<file path="src/common/div_pkg.sv">
////////////////////
// Shared widths and types of the fixed-point divider. Widths are fixed at
// elaboration, and no run-time width selection exists
////////////////////

`default_nettype none

package div_pkg;

  // Operand and result width in bits
  localparam int N_BITS = 16;

  // Number of fractional bits in the quotient
  localparam int Q_BITS = 8;

  // The partial remainder holds the dividend shifted up by Q_BITS
  localparam int ACC_BITS = N_BITS + Q_BITS;

  // The divisor field needs room for a full magnitude shifted up by ACC_BITS-1,
  // plus one zero guard bit at the top
  localparam int DIVR_BITS = 2 * N_BITS + Q_BITS;

  // One restoring step per quotient bit
  localparam int STEPS = ACC_BITS;

  // Wide enough for STEPS-1, the load value of the step counter
  localparam int CNT_BITS = $clog2(STEPS);

  // Controller states
  typedef enum logic [1:0] {
    IDLE = 2'd0,
    RUN  = 2'd1,
    DONE = 2'd2
  } div_state_e;

  // Ingress request, two's-complement operands
  typedef struct packed {
    logic signed [N_BITS-1:0] dividend;
    logic signed [N_BITS-1:0] divisor;
  } div_req_t;

  // Conditioned operands, magnitudes aligned for the first compare
  typedef struct packed {
    logic [ACC_BITS-1:0]  rem;
    logic [DIVR_BITS-1:0] divr;
    logic                 sign;
  } div_mag_t;

  // Unsigned result of the iteration, before sign restore
  typedef struct packed {
    logic [ACC_BITS-1:0] quot;
    logic [ACC_BITS-1:0] rem;
  } div_raw_t;

  // Egress response
  typedef struct packed {
    logic signed [N_BITS-1:0] quotient;
    logic signed [N_BITS-1:0] remainder;
    logic                     overflow;
  } div_rsp_t;

endpackage

`default_nettype wire

</file>
<file path="src/divider/div_ctrl.sv">
////////////////////
// Sequencing FSM of the divider. One division is in flight at a time and
// there is no egress back-pressure
////////////////////

`timescale 1ns/1ps
`default_nettype none

module div_ctrl (
  input  logic clk,
  input  logic rst_n,
  input  logic in_valid,
  output logic in_ready,
  input  logic last,
  output logic load,
  output logic step,
  output logic finish
);

  div_pkg::div_state_e state;
  div_pkg::div_state_e state_nxt;

  ////////////////////
  // Output decode
  ////////////////////

  // Ingress is open only while nothing is in flight
  assign in_ready = (state == div_pkg::IDLE);

  // The accept condition loads operands and the step counter
  assign load = in_ready && in_valid;

  // Every RUN cycle performs one restoring step
  assign step = (state == div_pkg::RUN);

  // DONE lasts one cycle and tells the formatter to capture the result
  assign finish = (state == div_pkg::DONE);

  ////////////////////
  // Next state
  ////////////////////

  always_comb begin
    state_nxt = state;
    case (state)
      div_pkg::IDLE: begin
        // Leave IDLE only on an accepted request
        if (load) begin
          state_nxt = div_pkg::RUN;
        end
      end
      div_pkg::RUN: begin
        // The counter flags the final step, which still executes this cycle
        if (step && last) begin
          state_nxt = div_pkg::DONE;
        end
      end
      div_pkg::DONE: begin
        state_nxt = div_pkg::IDLE;
      end
      default: begin
        state_nxt = div_pkg::IDLE;
      end
    endcase
  end

  // State register
  always_ff @(posedge clk or negedge rst_n) begin
    if (!rst_n) begin
      state <= div_pkg::IDLE;
    end else begin
      state <= state_nxt;
    end
  end

endmodule

`default_nettype wire

</file>
<file path="src/divider/div_datapath.sv">
////////////////////
// Restoring compare-subtract datapath. One quotient bit per step, MSB first.
// A zero divisor yields an all-ones quotient
////////////////////

`timescale 1ns/1ps
`default_nettype none

module div_datapath (
  input  logic              clk,
  input  logic              rst_n,
  input  logic              load,
  input  logic              step,
  input  div_pkg::div_mag_t mag,
  output div_pkg::div_raw_t raw,
  output logic              sign
);

  // Partial remainder, shifted divisor and quotient shift register
  logic [div_pkg::ACC_BITS-1:0]  rem_q;
  logic [div_pkg::DIVR_BITS-1:0] divr_q;
  logic [div_pkg::ACC_BITS-1:0]  quot_q;
  logic                          sign_q;

  // Remainder zero-extended to the divisor width for the compare
  logic [div_pkg::DIVR_BITS-1:0] rem_ext;
  logic                          fits;
  logic [div_pkg::ACC_BITS-1:0]  rem_sub;

  ////////////////////
  // Compare and subtract
  ////////////////////

  assign rem_ext = {{(div_pkg::DIVR_BITS - div_pkg::ACC_BITS){1'b0}}, rem_q};

  // The shifted divisor fits when it is not larger than what is left
  assign fits = (rem_ext >= divr_q);

  // When it fits, its upper bits are zero, so the low slice is exact
  assign rem_sub = rem_q - divr_q[div_pkg::ACC_BITS-1:0];

  ////////////////////
  // Registers
  ////////////////////

  always_ff @(posedge clk or negedge rst_n) begin
    if (!rst_n) begin
      rem_q  <= '0;
      divr_q <= '0;
      quot_q <= '0;
      sign_q <= 1'b0;
    end else if (load) begin
      // Fresh operands, the quotient starts empty
      rem_q  <= mag.rem;
      divr_q <= mag.divr;
      quot_q <= '0;
      sign_q <= mag.sign;
    end else if (step) begin
      if (fits) begin
        rem_q  <= rem_sub;
        quot_q <= {quot_q[div_pkg::ACC_BITS-2:0], 1'b1};
      end else begin
        quot_q <= {quot_q[div_pkg::ACC_BITS-2:0], 1'b0};
      end
      // Next step tests the next lower quotient weight
      divr_q <= divr_q >> 1;
    end
  end

  // What remains after the last step is the remainder
  assign raw  = '{quot: quot_q, rem: rem_q};
  assign sign = sign_q;

endmodule

`default_nettype wire

</file>
<file path="src/divider/div_iter_counter.sv">
////////////////////
// Restoring step counter. Loads STEPS-1 and holds at zero once the last
// step has been flagged
////////////////////

`timescale 1ns/1ps
`default_nettype none

module div_iter_counter (
  input  logic clk,
  input  logic rst_n,
  input  logic load,
  input  logic step,
  output logic last
);

  logic [div_pkg::CNT_BITS-1:0] count;

  // The step that sees a zero count is the final one
  assign last = (count == '0);

  always_ff @(posedge clk or negedge rst_n) begin
    if (!rst_n) begin
      count <= '0;
    end else if (load) begin
      // Steps remaining after the first one
      count <= div_pkg::CNT_BITS'(div_pkg::STEPS - 1);
    end else if (step && !last) begin
      count <= count - 1'b1;
    end
  end

endmodule

`default_nettype wire

</file>
<file path="src/divider/div_operand_prep.sv">
////////////////////
// Combinational operand conditioning. The most negative input keeps its
// full N-bit magnitude
////////////////////

`timescale 1ns/1ps
`default_nettype none

module div_operand_prep (
  input  div_pkg::div_req_t req,
  output div_pkg::div_mag_t mag
);

  logic [div_pkg::N_BITS-1:0] a_mag;
  logic [div_pkg::N_BITS-1:0] b_mag;
  logic                       a_neg;
  logic                       b_neg;

  assign a_neg = req.dividend[div_pkg::N_BITS-1];
  assign b_neg = req.divisor[div_pkg::N_BITS-1];

  // Two's-complement magnitudes, read as unsigned so that -2^(N-1) maps to 2^(N-1)
  assign a_mag = a_neg ? (~req.dividend + 1'b1) : req.dividend;
  assign b_mag = b_neg ? (~req.divisor + 1'b1) : req.divisor;

  // The dividend starts at bit Q_BITS, which supplies the fractional zeros.
  // The divisor sits right below a zero guard bit, so the first compare is
  // against B * 2^(STEPS-1), the weight of the top quotient bit.
  // The sign travels with the operands and is restored after the last step
  assign mag = '{
    rem:  {a_mag, {div_pkg::Q_BITS{1'b0}}},
    divr: {1'b0, b_mag, {(div_pkg::ACC_BITS - 1){1'b0}}},
    sign: a_neg ^ b_neg
  };

endmodule

`default_nettype wire

</file>
<file path="src/divider/div_result_fmt.sv">
////////////////////
// Output register. Results are truncated to N bits, and overflow is flagged
// whenever the quotient magnitude exceeds 2^(N-1)-1
////////////////////

`timescale 1ns/1ps
`default_nettype none

module div_result_fmt (
  input  logic              clk,
  input  logic              rst_n,
  input  logic              finish,
  input  div_pkg::div_raw_t raw,
  input  logic              sign,
  output logic              out_valid,
  output div_pkg::div_rsp_t out_rsp
);

  logic [div_pkg::N_BITS-1:0] quot_trunc;
  logic [div_pkg::N_BITS-1:0] rem_trunc;
  logic [div_pkg::N_BITS-1:0] quot_signed;
  logic [div_pkg::N_BITS-1:0] rem_signed;
  logic                       ovf;

  // Magnitudes cut to the output width
  assign quot_trunc = raw.quot[div_pkg::N_BITS-1:0];
  assign rem_trunc  = raw.rem[div_pkg::N_BITS-1:0];

  // Sign restore applies to both results
  assign quot_signed = sign ? (~quot_trunc + 1'b1) : quot_trunc;
  assign rem_signed  = sign ? (~rem_trunc + 1'b1) : rem_trunc;

  // Any set bit at or above N-1 puts the magnitude out of the positive range,
  // which also covers -2^(N-1)
  assign ovf = |raw.quot[div_pkg::ACC_BITS-1:div_pkg::N_BITS-1];

  always_ff @(posedge clk or negedge rst_n) begin
    if (!rst_n) begin
      out_valid <= 1'b0;
      out_rsp   <= '0;
    end else begin
      // Single-cycle pulse, DONE lasts one cycle
      out_valid <= finish;
      // The response holds until the next division completes
      if (finish) begin
        out_rsp <= '{quotient: quot_signed, remainder: rem_signed, overflow: ovf};
      end
    end
  end

endmodule

`default_nettype wire

</file>
<file path="src/hdl/fxp_divider_top.sv">
////////////////////
// Signed fixed-point divider. Latency is STEPS+1 clocks from accept to
// out_valid, and results that are not taken are overwritten
////////////////////

`timescale 1ns/1ps
`default_nettype none

module fxp_divider_top (
  input  logic              clk,
  input  logic              rst_n,
  input  logic              in_valid,
  output logic              in_ready,
  input  div_pkg::div_req_t in_req,
  output logic              out_valid,
  output div_pkg::div_rsp_t out_rsp
);

  // Control strobes
  logic load;
  logic step;
  logic last;
  logic finish;

  // Datapath links
  div_pkg::div_mag_t mag;
  div_pkg::div_raw_t raw;
  logic              sign;

  div_ctrl u_ctrl (
    .clk      (clk),
    .rst_n    (rst_n),
    .in_valid (in_valid),
    .in_ready (in_ready),
    .last     (last),
    .load     (load),
    .step     (step),
    .finish   (finish)
  );

  div_iter_counter u_counter (
    .clk   (clk),
    .rst_n (rst_n),
    .load  (load),
    .step  (step),
    .last  (last)
  );

  // Operands are only captured on the accepting edge
  div_operand_prep u_prep (
    .req (in_req),
    .mag (mag)
  );

  div_datapath u_datapath (
    .clk   (clk),
    .rst_n (rst_n),
    .load  (load),
    .step  (step),
    .mag   (mag),
    .raw   (raw),
    .sign  (sign)
  );

  div_result_fmt u_fmt (
    .clk       (clk),
    .rst_n     (rst_n),
    .finish    (finish),
    .raw       (raw),
    .sign      (sign),
    .out_valid (out_valid),
    .out_rsp   (out_rsp)
  );

endmodule

`default_nettype wire

</file>
<file path="config.mk">
export PLATFORM = sky130hd
export DESIGN_NAME = fxp_divider_top
export DESIGN_NICKNAME = d
export VERILOG_FILES = /design/src/common/div_pkg.sv /design/src/divider/div_ctrl.sv /design/src/divider/div_datapath.sv /design/src/divider/div_iter_counter.sv /design/src/divider/div_operand_prep.sv /design/src/divider/div_result_fmt.sv /design/src/hdl/fxp_divider_top.sv
export SDC_FILE = /design/constraint.sdc
export NUM_CORES = 1
export LEC_CHECK = 0
export BUFFER_PORTS_ARGS = -buffer_cell sky130_fd_sc_hd__clkbuf_2
export CAP_MARGIN = 20
export CORE_MARGIN = 2
export CORE_UTILIZATION = 50
export DETAILED_ROUTE_END_ITERATION = 6
export PLACE_DENSITY = 0.78
export SKIP_LAST_GASP = 1
export SLEW_MARGIN = 10
export SYNTH_ARGS = -nofsm -noshare
export SYNTH_HDL_FRONTEND = slang
export SYNTH_SLANG_ARGS = --single-unit
export TNS_END_PERCENT = 30
</file>
<file path="constraint.sdc">
create_clock -name clk -period 6.7 [get_ports clk]
set_input_delay 0.335 -clock clk [delete_from_list [all_inputs] [get_ports clk]]
set_output_delay 0.335 -clock clk [all_outputs]
set_load 0.02 [all_outputs]
</file>
# Word level (Yosys, flattened, before mapping)
# Index checks and enable logic that the tools add are counted.
# W data, S select, Z words.
# word_totals
reg_bits	130
input_bits	35
output_inout_bits	35
elab_cells	55
# op_classes
addsub	6
n_lt_le_gt_ge	1
n_eq_ne	4
muxes	17
bitwise_logic	5
n_reduce_logical	12
# op_table
cell	n
$mux W24	5
$mux W40	2
$add A16 B1 Y16 const B	4
$mux W16	4
$not A16 Y16	4
$ge A24 B40 Y1	1
$sub A24 B24 Y24	1
$mux W5	2
$reduce_or A9 Y1	1
$reduce_bool A2 Y1	3
$logic_not A5 Y1	1
$sub A5 B1 Y5 const B	1
$mux W2	2
$ne A2 B2 Y1 const B	2
$pmux W2 S2	1
$reduce_and A2 Y1	2
$logic_and A1 B1 Y1	3
$eq A2 B1 Y1 const B	1
$eq A2 B2 Y1 const B	1
$logic_not A2 Y1	1
$logic_not A1 Y1	1
$mux W1	1
$xor A1 B1 Y1	1

# Depth between registers and ports, before layout
# logic_depth
word_depth	5
depth_mapped	13
depth_no_buf	12

# Cells and area by module
# Synthesis repeated with hierarchy kept, for this count alone.
# unflattened
hier_cells	981
area_unflattened_um2	8911.0
# by_module_without_submodules
module	instances	cells_each	area_per_inst_um2	seq_area_each_um2
div_datapath	1	610	5532.8	2227.1
div_result_fmt	1	210	2003.2	850.8
div_operand_prep	1	127	993.5	0.0
div_iter_counter	1	25	281.5	125.1
div_ctrl	1	9	100.1	50.0

# Worst setup path after synthesis
# Ideal clock, no wire load.
# synth_timing
kind	reg-to-reg
from	register u_datapath.rem_q[0] in the netlist's numbering
to	register u_datapath.rem_q[22] in the netlist's numbering
setup_ps	135
arrival_time_ps	2398
required_time_ps	6565
path_slack_ps	4167
path_stages_with_launch	13
n_path_buf	0
period_less_slack_ps	2533
cell_sequence	dfrtp_1 inv_1 ha_1 fa_1 and2b_1 o211ai_2 a211oi_2 o41ai_2 o21ai_1 a21o_1 a2111oi_0 a41o_1 o31ai_1
# synth_between
elab_chain_len	4
word_cells_on_any_way	7
cone_classes	1 x add/sub; 1 x order compare; 3 x mux; 2 x reduce/logical
# synth_lines
item	line	source
start: declaration	div_datapath.sv:20	logic [div_pkg::ACC_BITS-1:0] rem_q;
start signal: assignment	div_datapath.sv:54	rem_q <= mag.rem;
start signal: assignment	div_datapath.sv:60	rem_q <= rem_sub;
$sub A24 B24 Y24	div_datapath.sv:40	assign rem_sub = rem_q - divr_q[div_pkg::ACC_BITS-1:0];
$mux W24	div_datapath.sv:59	if (fits) begin
$mux W24	div_datapath.sv:58	end else if (step) begin
$mux W24	div_datapath.sv:52	end else if (load) begin
# Several ways; a longest one is shown, not always the timed one. The select of a mux whose other input is x is not followed.
# A chain may end at the register's enable or synchronous reset.

# Worst setup path after layout
# layout_timing
from	register u_datapath.rem_q[0] in the netlist's numbering
to	register u_datapath.rem_q[14] in the netlist's numbering
# The elaborated chain is that of the path after synthesis.

==> reports/results.md <==
| Group | Item | Value |
| --- | --- | --- |
| detailed routing | Post-detailed-route DRC marker count | 0 |
| global route | Maximum number of pins on one net before global-route repair | 88 |
| die | Vertical die dimension | 128.2 um |
| final layout | Number of nets in the finished design | 1011 |
| clocking | Setup Fix Bufs, Post-CTS | 0 |
| placed design | Detail Placement HPWL | 12.13 mm |
| power | Total leakage power | 0.003936 uW |
| run | Max_cap viols | 0 |
| final layout | Fraction of final layout cells sized beyond drive strength 1 | 13.36% |
| power | Max rail drop VDD | 0.2936 mV |
| logic synthesis | Count of different cell masters after synthesis | 63 |
| clocking | Post-CTS Hold Buffers | 0 |
| sta | Number of hold violations in the final report | 0 |
| clocking | Cts bufs inserted | 17 |
| sta | Post-Route Hold Slack | 0.06073 ns |
| sta | Final worst-path cycle share | 45.81% |
| sta | Final worst slack | 3.631 ns |
| logic synthesis | Gate count of the mapped netlist | 900 |
| global route | Wire length of the first global-routing pass | 30.25 mm |
| outcome | Run status | completed |
| final layout | Antenna diode count | 0 |
| die | Initial core utilization | 50.89% |
| setup path | Max FO, Critical Path | 31 |
| clocking | TritonCTS clock tree | built |
| logic synthesis | Async S/R FF share, synth | 100.0% |
| clocking | Number of buffers between clock root and the deepest sink | 2 |
| global route | Number of antenna violations at the first check in global routing | 0 |
| clocking | Root cell of the clock tree | sky130_fd_sc_hd__clkbuf_16 |
| sta | Max-slew violation count | 0 |
| logic synthesis | Part of the Yosys area used for sequential elements | 41.88% |
| die | X dimension of the die | 128.2 um |
| die | Floorplan row count | 45 |
| logic synthesis | Number of warnings issued by yosys | 0 |
| final layout | Fin cells | 1146 |
| clocking | Number of levels the H-tree was split into | 4 |
| global route | Total Routing Usage GR | 22.85% |
| setup path | CP Capture Type | flip-flop |
| setup path | Launching element type of the critical path | flip-flop |
| setup path | Data required time of the worst path | 6.98 ns |
| sta | RSZ-0062 raised after global routing | false |
| logic synthesis | Area share of the leading cell type in the synthesized netlist | 41.88% |
| die | Overall die area | 16420 um2 |
| placed design | Number of placed instances with taps included | 1114 |
| final layout | Number of fill cells in the layout | 1315 |
| power | Power Total | 3744 uW |
| sta | Final Skew | 0.008824 ns |
| clocking | Clock insertion delay at the later pin of the skew report | 0.42 ns |
| sta | Count of final setup violators | 0 |
| clocking | Post-CTS Resized | 0 |
| detailed routing | Number of nets with antenna violations after routing | 0 |
| final layout | Commonest non-fill, non-tap cell in the layout | sky130_fd_sc_hd__nand2_1 |
| detailed routing | Routed via count | 6518 |
| setup path | Type of the worst setup path | flip-flop to flip-flop |
| setup path | Path depth of the worst reg2reg path | 13 |
| global route | GR Overflow Total | 0 |
| logic synthesis | Post-Synthesis Net Count | 966 |
| setup path | Worst Path Arrival | 3.35 ns |
| detailed routing | DRT iter0 DRCs | 504 |
| sta | Highest achievable clock rate | 325.8 MHz |
| logic synthesis | Cell taking the most area after synthesis | sky130_fd_sc_hd__dfrtp_1 |
| logic synthesis | Top cells by area in the synthesized netlist | sky130_fd_sc_hd__dfrtp_1 42%, sky130_fd_sc_hd__o21ai_0 7.3%, sky130_fd_sc_hd__nand2_1 7.3% |
| clocking | Sinks on Clock Net | 129 |
| logic synthesis | Number of synthesized flops with an enable pin | 0 |
| sta | Worst-case headroom to the max-slew limit | 30.67% |
| final layout | Relative area change from synthesis to final layout | 13.90% |
| logic synthesis | Area of the mapped netlist | 7707 um2 |
| sta | Post-layout min period | 3.069 ns |
| detailed routing | Final wirelength | 17.55 mm |
| hold path | Path category of the worst min-delay check | input pin to asynchronous set/reset pin |
| final layout | Leading cell types in the layout, fill and taps excluded | 148 x sky130_fd_sc_hd__nand2_1, 129 x sky130_fd_sc_hd__dfrtp_1, 113 x sky130_fd_sc_hd__o21ai_0, 68 x sky130_fd_sc_hd__clkbuf_2, 50 x sky130_fd_sc_hd__nor2_1 |
| global route | Vias in the first global route | 6143 |
| logic synthesis | Synthesis-stage register bit count | 129 |
| placed design | Placer congestion estimate | 0.8777 |
| clocking | Clock transition at path regs | 0.06 ns |
| detailed routing | TritonRoute pass-1 iters | 5 |
| detailed routing | Post-DR wirelength/cell | 15.32 um |
| sta | Summed negative setup slack over all endpoints | 0 ns |
| placed design | Port bufs | 69 |
| power | Power density over the cells | 426.5 nW/um2 |
| die | Core footprint | 15150 um2 |
| placed design | Placement Setup Slack | 3.698 ns |
| sta | Worst slew pin tran | 1.040 ns |
| logic synthesis | Average cell area after synthesis | 8.564 um2 |
| detailed routing | Routed via count divided by cell count | 5.688 |
| die | Ports | 70 |
| logic synthesis | Ys flop type | sky130_fd_sc_hd__dfrtp_1 |
[final cells by class]
type / count / area (um2) / area share, %
multi-input cells: 684 / 4160 / 47.39
repair buffers: 75 / 392.9 / 4.475
flip-flops and latches: 129 / 3228 / 36.77
clock inverters: 13 / 176.4 / 2.010
well taps: 188 / 235.2 / 2.680
clock buffers: 19 / 442.9 / 5.046
inverters: 38 / 142.6 / 1.625
[cells in the mapped netlist, types with 10 or more instances]
cell type	instances
sky130_fd_sc_hd__a21o_1	12
sky130_fd_sc_hd__a21oi_1	42
sky130_fd_sc_hd__a31oi_1	18
sky130_fd_sc_hd__clkbuf_1	33
sky130_fd_sc_hd__dfrtp_1	129
sky130_fd_sc_hd__ha_1	30
sky130_fd_sc_hd__inv_1	38
sky130_fd_sc_hd__nand2_1	149
sky130_fd_sc_hd__nand3_1	42
sky130_fd_sc_hd__nor2_1	50
sky130_fd_sc_hd__nor4_1	11
sky130_fd_sc_hd__o21ai_0	113
sky130_fd_sc_hd__o31ai_1	12
sky130_fd_sc_hd__or3_1	10
sky130_fd_sc_hd__xnor2_1	37
sky130_fd_sc_hd__xor2_1	40
[routing by layer]
layer | share of wire (%) | track usage, % | vias up
li1 | - | - | 3242
met1 | 48 | 32.35 | 3096
met2 | 46 | 35.99 | 161
met3 | 4.6 | 4.925 | 19
met4 | 1.2 | 5.559 | 0
met5 | 0 | 0 | -
[logic make-up (layout without fill, tap and decap cells)]
kind of cell    Yosys count  after routing  synth area share, %
flops                   129            129                41.88
buf+inv                  87            145                4.351
mux                       5              5               0.6494
fa+ha+maj                31             31                5.130
simple gates            322            322                19.43
xor+xnor                 77             77                8.750
compound gates          249            249                19.81
[registers in the layout, indices dropped and copies added (netlist names)]
register and count:
u_fmt.out_valid 1, u_counter.count 5, u_fmt.out_rsp 33, u_datapath.rem_q 24
u_datapath.sign 1, u_datapath.quot_q 24, u_datapath.divr_q 39, u_ctrl.state 2
[where the power goes]
part	leakage [uW]	switching [uW]	internal [uW]
Combinational	0.00198	941	658
Clock	0.000293	364	603
Sequential	0.00166	205	974
[final timing paths]
| check | from | end | slack, ns |
|---|---|---|---|
| min in group clk | in_req[0] | u_datapath.divr_q[23]$_DFFE_PN0P_ | 0.21 |
| max in group asynchronous | rst_n | u_datapath.quot_q[22]$_DFFE_PN0P_ | 5.38 |
| hold reg to reg | u_fmt.out_rsp[26]$_DFFE_PN0P_ | u_fmt.out_rsp[26]$_DFFE_PN0P_ | 0.47 |
| setup reg to reg | u_datapath.rem_q[0]$_DFFE_PN0P_ | u_datapath.rem_q[14]$_DFFE_PN0P_ | 3.63 |
| hold / removal | rst_n | u_fmt.out_rsp[25]$_DFFE_PN0P_ | 0.06 |
| setup / recovery | u_datapath.rem_q[0]$_DFFE_PN0P_ | u_datapath.rem_q[14]$_DFFE_PN0P_ | 3.63 |
[through the flow]
step           cell area [um2]  utilization (%)
2_1_floorplan             7707                -
5_1_grt                   8778            57.96
4_1_cts                   8778            57.96
6_report                  8778            57.96
3_5_place_dp              8159            53.87
3_3_place_gp              8159            53.87
[critical path, cell delays in order, from the launching register on]
cell	delay (ns)
sky130_fd_sc_hd__dfrtp_1	0.35
sky130_fd_sc_hd__inv_1	0.08
sky130_fd_sc_hd__ha_1	0.22
sky130_fd_sc_hd__fa_1	0.41
sky130_fd_sc_hd__and2b_1	0.25
sky130_fd_sc_hd__o21ai_0	0.11
sky130_fd_sc_hd__a31oi_1	0.19
sky130_fd_sc_hd__o211ai_1	0.11
sky130_fd_sc_hd__nand3_1	0.14
sky130_fd_sc_hd__o2111ai_2	0.33
sky130_fd_sc_hd__buf_4	0.36
sky130_fd_sc_hd__a21oi_1	0.19
sky130_fd_sc_hd__o21a_1	0.14
sky130_fd_sc_hd__a21oi_1	0.04
No activity file was read; power rests on OpenSTA's default activity.
